===== config.mk =====
export PLATFORM = sky130hd
export DESIGN_NAME = decodeCtrl
export DESIGN_NICKNAME = d
export VERILOG_FILES = /design/src/decodePkg.sv /design/src/opClassifier.sv /design/src/aluDecode.sv /design/src/memDecode.sv /design/src/flowDecode.sv /design/src/idExRegister.sv /design/src/decodeCtrl.sv
export SDC_FILE = /design/constraint.sdc
export NUM_CORES = 1
export LEC_CHECK = 0
export BUFFER_PORTS_ARGS = -buffer_cell sky130_fd_sc_hd__buf_2
export CELL_PAD_IN_SITES_DETAIL_PLACEMENT = 2
export CELL_PAD_IN_SITES_GLOBAL_PLACEMENT = 2
export CORE_ASPECT_RATIO = 1.4
export CORE_MARGIN = 3
export CORE_UTILIZATION = 25
export DETAILED_ROUTE_END_ITERATION = 6
export PLACE_DENSITY = 0.7
export RECOVER_POWER = 25
export SLEW_MARGIN = 20
export SYNTH_ARGS = -nofsm -noshare
export SYNTH_HDL_FRONTEND = slang
export SYNTH_SLANG_ARGS = --single-unit

===== constraint.sdc =====
create_clock -name clk -period 1.1 [get_ports clk]
set_input_delay 0.11 -clock clk [delete_from_list [all_inputs] [get_ports clk]]
set_output_delay 0.11 -clock clk [all_outputs]
set_load 0.05 [all_outputs]

===== src/decodePkg.sv =====
`default_nettype none

package decodePkg;

	localparam int INSTR_WIDTH = 32;	// fixed by the ISA

	// major opcodes
	localparam logic [6:0] OPC_LUI    = 7'b0110111;
	localparam logic [6:0] OPC_AUIPC  = 7'b0010111;
	localparam logic [6:0] OPC_JAL    = 7'b1101111;
	localparam logic [6:0] OPC_JALR   = 7'b1100111;
	localparam logic [6:0] OPC_BRANCH = 7'b1100011;
	localparam logic [6:0] OPC_LOAD   = 7'b0000011;
	localparam logic [6:0] OPC_STORE  = 7'b0100011;
	localparam logic [6:0] OPC_IMM    = 7'b0010011;
	localparam logic [6:0] OPC_REG    = 7'b0110011;
	localparam logic [6:0] OPC_SYSTEM = 7'b1110011;

	localparam logic [2:0] F3_ADD_SUB = 3'd0;	// op and op-imm groups
	localparam logic [2:0] F3_SLL     = 3'd1;
	localparam logic [2:0] F3_SLT     = 3'd2;
	localparam logic [2:0] F3_SLTU    = 3'd3;
	localparam logic [2:0] F3_XOR     = 3'd4;
	localparam logic [2:0] F3_SRL_SRA = 3'd5;
	localparam logic [2:0] F3_OR      = 3'd6;
	localparam logic [2:0] F3_AND     = 3'd7;
	localparam logic [2:0] F3_BEQ  = 3'd0;	// branches
	localparam logic [2:0] F3_BNE  = 3'd1;
	localparam logic [2:0] F3_BLT  = 3'd4;
	localparam logic [2:0] F3_BGE  = 3'd5;
	localparam logic [2:0] F3_BLTU = 3'd6;
	localparam logic [2:0] F3_BGEU = 3'd7;
	localparam logic [2:0] F3_LB  = 3'd0;	// loads
	localparam logic [2:0] F3_LH  = 3'd1;
	localparam logic [2:0] F3_LW  = 3'd2;
	localparam logic [2:0] F3_LBU = 3'd4;
	localparam logic [2:0] F3_LHU = 3'd5;
	localparam logic [2:0] F3_SB = 3'd0;	// stores
	localparam logic [2:0] F3_SH = 3'd1;
	localparam logic [2:0] F3_SW = 3'd2;
	localparam logic [2:0] F3_PRIV  = 3'd0;	// ecall, ebreak, mret
	localparam logic [2:0] F3_CSRRW = 3'd1;
	localparam logic [2:0] F3_CSRRS = 3'd2;

	localparam logic [6:0] FUNCT7_BASE = 7'h00;
	localparam logic [6:0] FUNCT7_ALT  = 7'h20;	// sub, sra

	localparam logic [11:0] IMM_ECALL  = 12'h000;
	localparam logic [11:0] IMM_EBREAK = 12'h001;
	localparam logic [11:0] IMM_MRET   = 12'h302;

	typedef enum logic [3:0] {
		CLS_LUI, CLS_AUIPC, CLS_JAL, CLS_JALR, CLS_BRANCH, CLS_LOAD,
		CLS_STORE, CLS_IMM, CLS_REG, CLS_SYSTEM, CLS_INVALID
	} opClassT;
	typedef enum logic [2:0] {
		ALU_ADD, ALU_SUB, ALU_SLL, ALU_SRL, ALU_SRA, ALU_XOR, ALU_AND, ALU_OR
	} aluOpT;
	typedef enum logic [1:0] {SRCA_REG, SRCA_PC, SRCA_ZERO} aluSrcAT;
	typedef enum logic [1:0] {SRCB_REG, SRCB_IMM, SRCB_FOUR, SRCB_CSR} aluSrcBT;
	typedef enum logic [2:0] {
		IMM_NONE, IMM_I, IMM_S, IMM_B, IMM_U, IMM_J, IMM_SHAMT
	} immSelT;
	typedef enum logic [2:0] {CMP_EQ, CMP_NE, CMP_LT, CMP_GE, CMP_LTU, CMP_GEU} cmpCondT;
	typedef enum logic {RES_ALU, RES_MEM} resultSrcT;
	typedef enum logic [2:0] {ACC_BYTE, ACC_HALF, ACC_WORD, ACC_BYTE_U, ACC_HALF_U} accessT;
	typedef enum logic [1:0] {PC_JB, PC_JALR, PC_TRAP, PC_EPC} pcTargetT;
	typedef enum logic [1:0] {CSR_RS, CSR_OR, CSR_TRAP} csrSrcT;

endpackage

`default_nettype wire


===== src/opClassifier.sv =====
`timescale 1ns/10ps
`default_nettype none

module opClassifier (
	input wire [6:0] opcode,
	output decodePkg::opClassT opClass
);

	always_comb begin
		case (opcode)
			decodePkg::OPC_LUI:    opClass = decodePkg::CLS_LUI;
			decodePkg::OPC_AUIPC:  opClass = decodePkg::CLS_AUIPC;
			decodePkg::OPC_JAL:    opClass = decodePkg::CLS_JAL;
			decodePkg::OPC_JALR:   opClass = decodePkg::CLS_JALR;
			decodePkg::OPC_BRANCH: opClass = decodePkg::CLS_BRANCH;
			decodePkg::OPC_LOAD:   opClass = decodePkg::CLS_LOAD;
			decodePkg::OPC_STORE:  opClass = decodePkg::CLS_STORE;
			decodePkg::OPC_IMM:    opClass = decodePkg::CLS_IMM;	// op-imm group
			decodePkg::OPC_REG:    opClass = decodePkg::CLS_REG;	// op group
			decodePkg::OPC_SYSTEM: opClass = decodePkg::CLS_SYSTEM;
			default:               opClass = decodePkg::CLS_INVALID;	// fences, custom, rv64
		endcase
	end

endmodule

`default_nettype wire


===== src/aluDecode.sv =====
`timescale 1ns/10ps
`default_nettype none

module aluDecode (
	input wire decodePkg::opClassT opClass,
	input wire [2:0] funct3,
	input wire [6:0] funct7,
	output decodePkg::aluOpT aluOp,
	output decodePkg::aluSrcAT aluSrcA,
	output decodePkg::aluSrcBT aluSrcB,
	output decodePkg::immSelT immSel,
	output logic isSlt,
	output decodePkg::cmpCondT cmpCond,
	output logic aluIllegal
);

	wire isImm = (opClass == decodePkg::CLS_IMM);	// op-imm, else op
	wire isAlt = (funct7 == decodePkg::FUNCT7_ALT);	// sub / sra
	wire funct7Bad = (funct7 != decodePkg::FUNCT7_BASE) && !isAlt;

	always_comb begin
		aluOp = decodePkg::ALU_ADD;
		aluSrcA = decodePkg::SRCA_REG;
		aluSrcB = decodePkg::SRCB_REG;
		immSel = decodePkg::IMM_NONE;
		isSlt = 1'b0;
		cmpCond = decodePkg::CMP_EQ;
		aluIllegal = 1'b0;
		case (opClass)
			decodePkg::CLS_LUI: begin
				aluSrcA = decodePkg::SRCA_ZERO;	// rd = 0 + imm
				aluSrcB = decodePkg::SRCB_IMM;
				immSel = decodePkg::IMM_U;
			end
			decodePkg::CLS_AUIPC: begin
				aluSrcA = decodePkg::SRCA_PC;	// rd = pc + imm
				aluSrcB = decodePkg::SRCB_IMM;
				immSel = decodePkg::IMM_U;
			end
			decodePkg::CLS_JAL, decodePkg::CLS_JALR: begin
				aluSrcA = decodePkg::SRCA_PC;	// link address pc + 4
				aluSrcB = decodePkg::SRCB_FOUR;
				immSel = (opClass == decodePkg::CLS_JAL) ? decodePkg::IMM_J : decodePkg::IMM_I;
			end
			decodePkg::CLS_BRANCH: begin
				immSel = decodePkg::IMM_B;	// rs1 vs rs2
				case (funct3)
					decodePkg::F3_BEQ:  cmpCond = decodePkg::CMP_EQ;
					decodePkg::F3_BNE:  cmpCond = decodePkg::CMP_NE;
					decodePkg::F3_BLT:  cmpCond = decodePkg::CMP_LT;
					decodePkg::F3_BGE:  cmpCond = decodePkg::CMP_GE;
					decodePkg::F3_BLTU: cmpCond = decodePkg::CMP_LTU;
					decodePkg::F3_BGEU: cmpCond = decodePkg::CMP_GEU;
					default:            aluIllegal = 1'b1;	// funct3 2 and 3
				endcase
			end
			decodePkg::CLS_LOAD, decodePkg::CLS_STORE: begin
				aluSrcB = decodePkg::SRCB_IMM;	// address rs1 + imm
				immSel = (opClass == decodePkg::CLS_LOAD) ? decodePkg::IMM_I : decodePkg::IMM_S;
			end
			decodePkg::CLS_IMM, decodePkg::CLS_REG: begin
				aluSrcB = isImm ? decodePkg::SRCB_IMM : decodePkg::SRCB_REG;
				immSel = isImm ? decodePkg::IMM_I : decodePkg::IMM_NONE;
				case (funct3)
					decodePkg::F3_ADD_SUB: begin
						aluOp = (!isImm && isAlt) ? decodePkg::ALU_SUB : decodePkg::ALU_ADD;
						aluIllegal = !isImm && funct7Bad;	// addi has imm in funct7 bits
					end
					decodePkg::F3_SLL: begin
						aluOp = decodePkg::ALU_SLL;
						immSel = isImm ? decodePkg::IMM_SHAMT : decodePkg::IMM_NONE;
						aluIllegal = funct7Bad;
					end
					decodePkg::F3_SLT, decodePkg::F3_SLTU: begin
						aluOp = decodePkg::ALU_SUB;	// compare through the subtractor
						isSlt = 1'b1;
						cmpCond = (funct3 == decodePkg::F3_SLT) ? decodePkg::CMP_LT :
							decodePkg::CMP_LTU;
					end
					decodePkg::F3_XOR: aluOp = decodePkg::ALU_XOR;
					decodePkg::F3_SRL_SRA: begin
						aluOp = isAlt ? decodePkg::ALU_SRA : decodePkg::ALU_SRL;
						immSel = isImm ? decodePkg::IMM_SHAMT : decodePkg::IMM_NONE;
						aluIllegal = funct7Bad;
					end
					decodePkg::F3_OR:  aluOp = decodePkg::ALU_OR;
					default:           aluOp = decodePkg::ALU_AND;	// only F3_AND left
				endcase
			end
			decodePkg::CLS_SYSTEM: begin
				aluSrcA = decodePkg::SRCA_ZERO;	// rd gets old csr value
				aluSrcB = decodePkg::SRCB_CSR;
			end
			default: begin
			end
		endcase
	end

endmodule

`default_nettype wire


===== src/memDecode.sv =====
`timescale 1ns/10ps
`default_nettype none

module memDecode (
	input wire decodePkg::opClassT opClass,
	input wire [2:0] funct3,
	output logic memEnable,
	output logic memWrite,
	output decodePkg::resultSrcT resultSrc,
	output decodePkg::accessT access,
	output logic memIllegal
);

	always_comb begin
		memEnable = 1'b0;
		memWrite = 1'b0;
		resultSrc = decodePkg::RES_ALU;
		access = decodePkg::ACC_WORD;	// word unless told otherwise
		memIllegal = 1'b0;
		case (opClass)
			decodePkg::CLS_LOAD: begin
				memEnable = 1'b1;
				resultSrc = decodePkg::RES_MEM;	// rd from load data
				case (funct3)
					decodePkg::F3_LB:  access = decodePkg::ACC_BYTE;	// sign extended
					decodePkg::F3_LH:  access = decodePkg::ACC_HALF;
					decodePkg::F3_LW:  access = decodePkg::ACC_WORD;
					decodePkg::F3_LBU: access = decodePkg::ACC_BYTE_U;	// zero extended
					decodePkg::F3_LHU: access = decodePkg::ACC_HALF_U;
					default:           memIllegal = 1'b1;
				endcase
			end
			decodePkg::CLS_STORE: begin
				memEnable = 1'b1;
				memWrite = 1'b1;
				case (funct3)
					decodePkg::F3_SB: access = decodePkg::ACC_BYTE;
					decodePkg::F3_SH: access = decodePkg::ACC_HALF;
					decodePkg::F3_SW: access = decodePkg::ACC_WORD;
					default:          memIllegal = 1'b1;
				endcase
			end
			default: begin
			end
		endcase
	end

endmodule

`default_nettype wire


===== src/flowDecode.sv =====
`timescale 1ns/10ps
`default_nettype none

module flowDecode (
	input wire decodePkg::opClassT opClass,
	input wire [2:0] funct3,
	input wire [11:0] imm12,
	output logic jump,
	output logic branch,
	output decodePkg::pcTargetT pcTarget,
	output logic csrWrite,
	output decodePkg::csrSrcT csrSrc,
	output logic halt,
	output logic flowIllegal
);

	always_comb begin
		jump = 1'b0;
		branch = 1'b0;
		pcTarget = decodePkg::PC_JB;
		csrWrite = 1'b0;
		csrSrc = decodePkg::CSR_RS;
		halt = 1'b0;
		flowIllegal = 1'b0;
		case (opClass)
			decodePkg::CLS_JAL: jump = 1'b1;	// pc + J imm
			decodePkg::CLS_JALR: begin
				jump = 1'b1;
				pcTarget = decodePkg::PC_JALR;	// rs1 + I imm
			end
			decodePkg::CLS_BRANCH: branch = 1'b1;	// taken decided in execute
			decodePkg::CLS_SYSTEM: begin
				case (funct3)
					decodePkg::F3_PRIV: begin
						case (imm12)
							decodePkg::IMM_ECALL: begin
								jump = 1'b1;	// into the trap vector
								pcTarget = decodePkg::PC_TRAP;
								csrWrite = 1'b1;	// save epc and cause
								csrSrc = decodePkg::CSR_TRAP;
							end
							decodePkg::IMM_MRET: begin
								jump = 1'b1;
								pcTarget = decodePkg::PC_EPC;	// back to mepc
							end
							decodePkg::IMM_EBREAK: halt = 1'b1;	// stops the core
							default: flowIllegal = 1'b1;
						endcase
					end
					decodePkg::F3_CSRRW: csrWrite = 1'b1;	// csr = rs1
					decodePkg::F3_CSRRS: begin
						csrWrite = 1'b1;
						csrSrc = decodePkg::CSR_OR;	// csr = csr | rs1
					end
					default: flowIllegal = 1'b1;	// csrrc and immediate forms not kept
				endcase
			end
			default: begin
			end
		endcase
	end

endmodule

`default_nettype wire


===== src/idExRegister.sv =====
`timescale 1ns/10ps
`default_nettype none

module idExRegister (
	input wire clk,
	input wire arstN,
	input wire instrValid,
	input wire decodePkg::opClassT opClass,
	input wire decodePkg::aluOpT decAluOp,
	input wire decodePkg::aluSrcAT decAluSrcA,
	input wire decodePkg::aluSrcBT decAluSrcB,
	input wire decodePkg::immSelT decImmSel,
	input wire decIsSlt,
	input wire decodePkg::cmpCondT decCmpCond,
	input wire aluIllegal,
	input wire decMemEnable,
	input wire decMemWrite,
	input wire decodePkg::resultSrcT decResultSrc,
	input wire decodePkg::accessT decAccess,
	input wire memIllegal,
	input wire decJump,
	input wire decBranch,
	input wire decodePkg::pcTargetT decPcTarget,
	input wire decCsrWrite,
	input wire decodePkg::csrSrcT decCsrSrc,
	input wire decHalt,
	input wire flowIllegal,
	output logic ctrlValid,
	output logic illegal,
	output logic regWrite,
	output logic memEnable,
	output logic memWrite,
	output decodePkg::resultSrcT resultSrc,
	output decodePkg::aluOpT aluOp,
	output decodePkg::aluSrcAT aluSrcA,
	output decodePkg::aluSrcBT aluSrcB,
	output decodePkg::immSelT immSel,
	output logic isSlt,
	output decodePkg::cmpCondT cmpCond,
	output logic jump,
	output logic branch,
	output decodePkg::pcTargetT pcTarget,
	output decodePkg::accessT access,
	output logic csrWrite,
	output decodePkg::csrSrcT csrSrc,
	output logic halt
);

	wire anyIllegal = aluIllegal || memIllegal || flowIllegal ||
		(opClass == decodePkg::CLS_INVALID);
	wire accept = instrValid && !anyIllegal;	// legal instruction this cycle
	logic regWriteNext;

	always_comb begin
		case (opClass)
			decodePkg::CLS_BRANCH, decodePkg::CLS_STORE, decodePkg::CLS_INVALID:
				regWriteNext = 1'b0;
			decodePkg::CLS_SYSTEM:	// only csrrw / csrrs write rd
				regWriteNext = decCsrWrite && (decCsrSrc != decodePkg::CSR_TRAP);
			default: regWriteNext = 1'b1;
		endcase
	end

	always_ff @(posedge clk or negedge arstN) begin
		if (!arstN) begin
			ctrlValid <= 1'b0;
			illegal <= 1'b0;
			regWrite <= 1'b0;
			memEnable <= 1'b0;
			memWrite <= 1'b0;
			jump <= 1'b0;
			branch <= 1'b0;
			csrWrite <= 1'b0;
			halt <= 1'b0;
			isSlt <= 1'b0;
			resultSrc <= decodePkg::RES_ALU;
			aluOp <= decodePkg::ALU_ADD;
			aluSrcA <= decodePkg::SRCA_REG;
			aluSrcB <= decodePkg::SRCB_REG;
			immSel <= decodePkg::IMM_NONE;
			cmpCond <= decodePkg::CMP_EQ;
			pcTarget <= decodePkg::PC_JB;
			access <= decodePkg::ACC_WORD;
			csrSrc <= decodePkg::CSR_RS;
		end else begin
			ctrlValid <= instrValid;	// high for illegal ones too
			illegal <= instrValid && anyIllegal;
			regWrite <= accept && regWriteNext;
			memEnable <= accept && decMemEnable;
			memWrite <= accept && decMemWrite;
			jump <= accept && decJump;
			branch <= accept && decBranch;
			csrWrite <= accept && decCsrWrite;
			halt <= accept && decHalt;	// one cycle pulse
			isSlt <= accept && decIsSlt;
			// fields fall back to defaults on idle or illegal
			resultSrc <= accept ? decResultSrc : decodePkg::RES_ALU;
			aluOp <= accept ? decAluOp : decodePkg::ALU_ADD;
			aluSrcA <= accept ? decAluSrcA : decodePkg::SRCA_REG;
			aluSrcB <= accept ? decAluSrcB : decodePkg::SRCB_REG;
			immSel <= accept ? decImmSel : decodePkg::IMM_NONE;
			cmpCond <= accept ? decCmpCond : decodePkg::CMP_EQ;
			pcTarget <= accept ? decPcTarget : decodePkg::PC_JB;
			access <= accept ? decAccess : decodePkg::ACC_WORD;
			csrSrc <= accept ? decCsrSrc : decodePkg::CSR_RS;
		end
	end

endmodule

`default_nettype wire


===== src/decodeCtrl.sv =====
`timescale 1ns/10ps
`default_nettype none

module decodeCtrl (
	input wire clk,
	input wire arstN,
	input wire [decodePkg::INSTR_WIDTH-1:0] instr,
	input wire instrValid,
	output wire ctrlValid,
	output wire illegal,
	output wire regWrite,
	output wire memEnable,
	output wire memWrite,
	output wire decodePkg::resultSrcT resultSrc,
	output wire decodePkg::aluOpT aluOp,
	output wire decodePkg::aluSrcAT aluSrcA,
	output wire decodePkg::aluSrcBT aluSrcB,
	output wire decodePkg::immSelT immSel,
	output wire isSlt,
	output wire decodePkg::cmpCondT cmpCond,
	output wire jump,
	output wire branch,
	output wire decodePkg::pcTargetT pcTarget,
	output wire decodePkg::accessT access,
	output wire csrWrite,
	output wire decodePkg::csrSrcT csrSrc,
	output wire halt
);

	wire [6:0] opcode = instr[6:0];
	wire [2:0] funct3 = instr[14:12];
	wire [6:0] funct7 = instr[31:25];
	wire [11:0] imm12 = instr[31:20];	// system function code

	wire decodePkg::opClassT opClass;
	wire decodePkg::aluOpT decAluOp;
	wire decodePkg::aluSrcAT decAluSrcA;
	wire decodePkg::aluSrcBT decAluSrcB;
	wire decodePkg::immSelT decImmSel;
	wire decodePkg::cmpCondT decCmpCond;
	wire decodePkg::resultSrcT decResultSrc;
	wire decodePkg::accessT decAccess;
	wire decodePkg::pcTargetT decPcTarget;
	wire decodePkg::csrSrcT decCsrSrc;
	wire decIsSlt;
	wire aluIllegal;
	wire decMemEnable;
	wire decMemWrite;
	wire memIllegal;
	wire decJump;
	wire decBranch;
	wire decCsrWrite;
	wire decHalt;
	wire flowIllegal;

	opClassifier opClassifier_i (
		.opcode(opcode),
		.opClass(opClass)
	);

	aluDecode aluDecode_i (
		.opClass(opClass),
		.funct3(funct3),
		.funct7(funct7),
		.aluOp(decAluOp),
		.aluSrcA(decAluSrcA),
		.aluSrcB(decAluSrcB),
		.immSel(decImmSel),
		.isSlt(decIsSlt),
		.cmpCond(decCmpCond),
		.aluIllegal(aluIllegal)
	);

	memDecode memDecode_i (
		.opClass(opClass),
		.funct3(funct3),
		.memEnable(decMemEnable),
		.memWrite(decMemWrite),
		.resultSrc(decResultSrc),
		.access(decAccess),
		.memIllegal(memIllegal)
	);

	flowDecode flowDecode_i (
		.opClass(opClass),
		.funct3(funct3),
		.imm12(imm12),
		.jump(decJump),
		.branch(decBranch),
		.pcTarget(decPcTarget),
		.csrWrite(decCsrWrite),
		.csrSrc(decCsrSrc),
		.halt(decHalt),
		.flowIllegal(flowIllegal)
	);

	idExRegister idExRegister_i (	// decode/execute boundary
		.clk(clk),
		.arstN(arstN),
		.instrValid(instrValid),
		.opClass(opClass),
		.decAluOp(decAluOp),
		.decAluSrcA(decAluSrcA),
		.decAluSrcB(decAluSrcB),
		.decImmSel(decImmSel),
		.decIsSlt(decIsSlt),
		.decCmpCond(decCmpCond),
		.aluIllegal(aluIllegal),
		.decMemEnable(decMemEnable),
		.decMemWrite(decMemWrite),
		.decResultSrc(decResultSrc),
		.decAccess(decAccess),
		.memIllegal(memIllegal),
		.decJump(decJump),
		.decBranch(decBranch),
		.decPcTarget(decPcTarget),
		.decCsrWrite(decCsrWrite),
		.decCsrSrc(decCsrSrc),
		.decHalt(decHalt),
		.flowIllegal(flowIllegal),
		.ctrlValid(ctrlValid),
		.illegal(illegal),
		.regWrite(regWrite),
		.memEnable(memEnable),
		.memWrite(memWrite),
		.resultSrc(resultSrc),
		.aluOp(aluOp),
		.aluSrcA(aluSrcA),
		.aluSrcB(aluSrcB),
		.immSel(immSel),
		.isSlt(isSlt),
		.cmpCond(cmpCond),
		.jump(jump),
		.branch(branch),
		.pcTarget(pcTarget),
		.access(access),
		.csrWrite(csrWrite),
		.csrSrc(csrSrc),
		.halt(halt)
	);

endmodule

`default_nettype wire


==> metrics <==
outcome finished with violations; violated checks setup timing; Tot Pwr approximately 0.0025 W; Tmin final roughly 1.5 ns; Detailed Route Iter0 Violations 71; Clock Path Buffers 2; Yosys top cell by area dfrtp_1; switch share 0.2803; H-tree lvl count 2; Clock power frac 0.348; Slew headroom 0.5453; CTS tree yes; Hold Startpoint instrValid; Avg Inst Size Synth 9.436 um^2; Comb power frac 0.193; Yosys reg bits 31; Fin. Hold Viols 0; CTS Sinks 31; sequential power share 0.459; Max Cap Viol 0; P_sw roughly 0.00070 W; Die Span X ~73 um; layout cell share with drive strength beyond 1 0.5704; Worst Hold End idExRegister_i.ctrlValid; GP Congestion between 0.8 and 0.9; Starting Density 0.2648; final WL roughly 6.9 mm; EDFF count, synth 0; vias in the first global route between 1,500 and 2,000; Ports between 60 and 70; Lkg Pwr 1.281 nW; Max Clk Rate between 600 and 700 MHz; P per Cell Area 949.6 nW/um^2; critical path type input pin to flip-flop; RSZ-0062 raised after global routing yes; actual slew at the worst max-slew pin between 0.6 and 0.7 ns; Post-synth ARST share 1.000; nets 311; CTS clock-pin slew for the worst setup and hold paths 0.07 ns; diode count 0; DP Area 2287 um^2; Total GRT Usage 0.1972; Hold Path Depth 2; syn_nets approximately 200; crit share post-route 1.378; core area 5987 um^2; synth warn 0; via count roughly 1,800; Chip Height 100.2 um; # setup viols final 25; Slew Viols, Final 0; Synth Instances between 150 and 200; internal power between 0.0015 and 0.002 W; dpl hpwl between 4 and 5 mm; worst slack at placement -0.8387 ns; Synth Flop Type dfrtp_1; Startpoint Class input pin; final instance area approximately 2600 um^2; worst-path maximum fanout 11; VDD IR-drop max 363.1 uV; die area 7346 um^2; Num CTS Buffers 5; IO Port Bufs 55; ANT nets after route 0; Via-to-Cell Ratio about 5; cell row count 33; pin count of the biggest net entering global routing 32; Critical Path AT ~1.7 ns; Fillers 643; placed cell count between 300 and 400; top cells by area, synth dfrtp_1 47%, nor2_1 6.6%, nand2_1 4.5%; Cell Area, Synth 1585 um^2; initial antenna violation count 0; post-layout util 0.4399; CTS Root Cell clkbuf_8; DRC violations left 0; Synth-to-Final Area Change 66.14%; Worst Path Required roughly 1.3 ns; gr ovfl total 0; Synth cell types 46; Hold WC Path Type input pin to flip-flop; post-synth top area share 0.4736; first-pass GRT wire length 10.83 mm; Seq/Total Area, Yosys 0.4901; critical path capture point type flip-flop; Critical path origin instr[25]; routed length per placed instance ~20 um; Pre-antenna DRT Iters 4; Final WS setup -0.4163 ns; Non-Filler Instances roughly 350
## through the flow
stage	hold slack, ns	TNS (ns)
5_1_grt	0.1683	-10.32
3_3_place_gp	0.1348	-17.74
4_1_cts	0.08903	-8.116
6_report	0.1592	-8.626
3_5_place_dp	0.1477	-19.09
2_1_floorplan	-0.1856	-10.19
## cell usage in the layout, fill, tap and decap left out, types with 5 or more instances in the layout
master | Yosys | final
clkbuf_8 | 0 | 5
nor2_1 | 28 | 18
dfrtp_1 | 30 | 30
nand2_1 | 19 | 16
a21oi_1 | 9 | 6
buf_4 | 1 | 53
buf_2 | 7 | 49
buf_6 | 1 | 5
nor2_2 | 0 | 8
nand2b_1 | 6 | 5
## critical path, cell delays in order
cell,delay (ns)
buf_6,0.09
nor4_4,0.32
a221oi_2,0.11
a21bo_2,0.26
or4b_4,0.65
a21oi_2,0.18
## sequential cells by signal, indices dropped and copies added, names as in the netlist, 2 cells and up
signal                   flops
idExRegister_i.immSel        3
idExRegister_i.aluSrcA       2
idExRegister_i.cmpCond       3
idExRegister_i.csrSrc        2
idExRegister_i.pcTarget      2
idExRegister_i.aluOp         3
idExRegister_i.aluSrcB       2
idExRegister_i.access        3
## worst max-delay path by stage
stage | to | slack [ns] | cells past startpoint
finish | idExRegister_i.immSel[1] | -0.42 | 6
global route | idExRegister_i.access[2] | -0.48 | 6
floorplan | idExRegister_i.cmpCond[0] | -0.47 | 6
global placement | idExRegister_i.access[2] | -0.76 | 6
CTS | idExRegister_i.access[2] | -0.40 | 6
detailed placement | idExRegister_i.access[2] | -0.84 | 6
## logic make-up (layout without fill, tap and decap cells)
group	after synthesis	count (layout)	synth area share
flops	31	31	0.4901
mux	3	3	0.02052
simple gates	88	90	0.3054
buf+inv	14	121	0.04578
compound gates	30	30	0.1271
xor+xnor	2	2	0.01105
## per-layer routing
layer	wire, um	vias to the layer above	track usage
li1	-	807	-
met1	2610	897	0.2334
met2	3806	52	0.3398
met3	278	15	0.02906
met4	251	0	0.09902
met5	0	-	0
## what timing repair did
item / in CTS / in global routing
setup endpoints to repair: 29 / 30
setup buffers: 3 / 3
endpoints found under the hold margin: 30 / 0
hold buffers: 1 / 0
gates resized for setup: 26 / 24
gates cloned: 2 / 0
pin swaps: 7 / 9
## cells in the mapped netlist (all sizes together) (2+ instances only)
library cell  instances
nor2b                 2
nand2                19
and4                  2
nand4                 2
and3                  5
o22ai                 2
nor2                 28
mux2                  2
buf                   9
a31oi                 3
clkbuf                2
nor4                  5
inv                   3
dfrtp                30
nand2b                6
or3                   2
a21boi                2
nand3b                2
nor3                  6
o21ai                 4
nand3                 4
a21oi                 9
## cell type report
class / instances / area, um^2 / area share
Multi-Input combinational cell: 125 / 955.9 / 0.3629
Clock buffer: 7 / 76.32 / 0.02898
Inverter: 3 / 11.26 / 0.004276
Sequential cell: 31 / 777.0 / 0.2950
Clock inverter: 1 / 5.005 / 0.001900
Tap cell: 70 / 87.58 / 0.03325
Timing Repair Buffer: 110 / 720.7 / 0.2736
## power by group through the flow
| stage | combinational (W) | clock (W) | sequential, W |
|---|---|---|---|
| after global placement | 0.000389 | 0 | 0.00117 |
| after global routing | 0.000523 | 0.000949 | 0.00115 |
| after detailed placement | 0.000401 | 0 | 0.00117 |
| final | 0.000483 | 0.000871 | 0.00115 |
| after floorplan | 0.000155 | 0 | 0.00119 |
| after CTS | 0.000445 | 0.000884 | 0.00115 |
No activity file was read; power rests on OpenSTA's default activity.
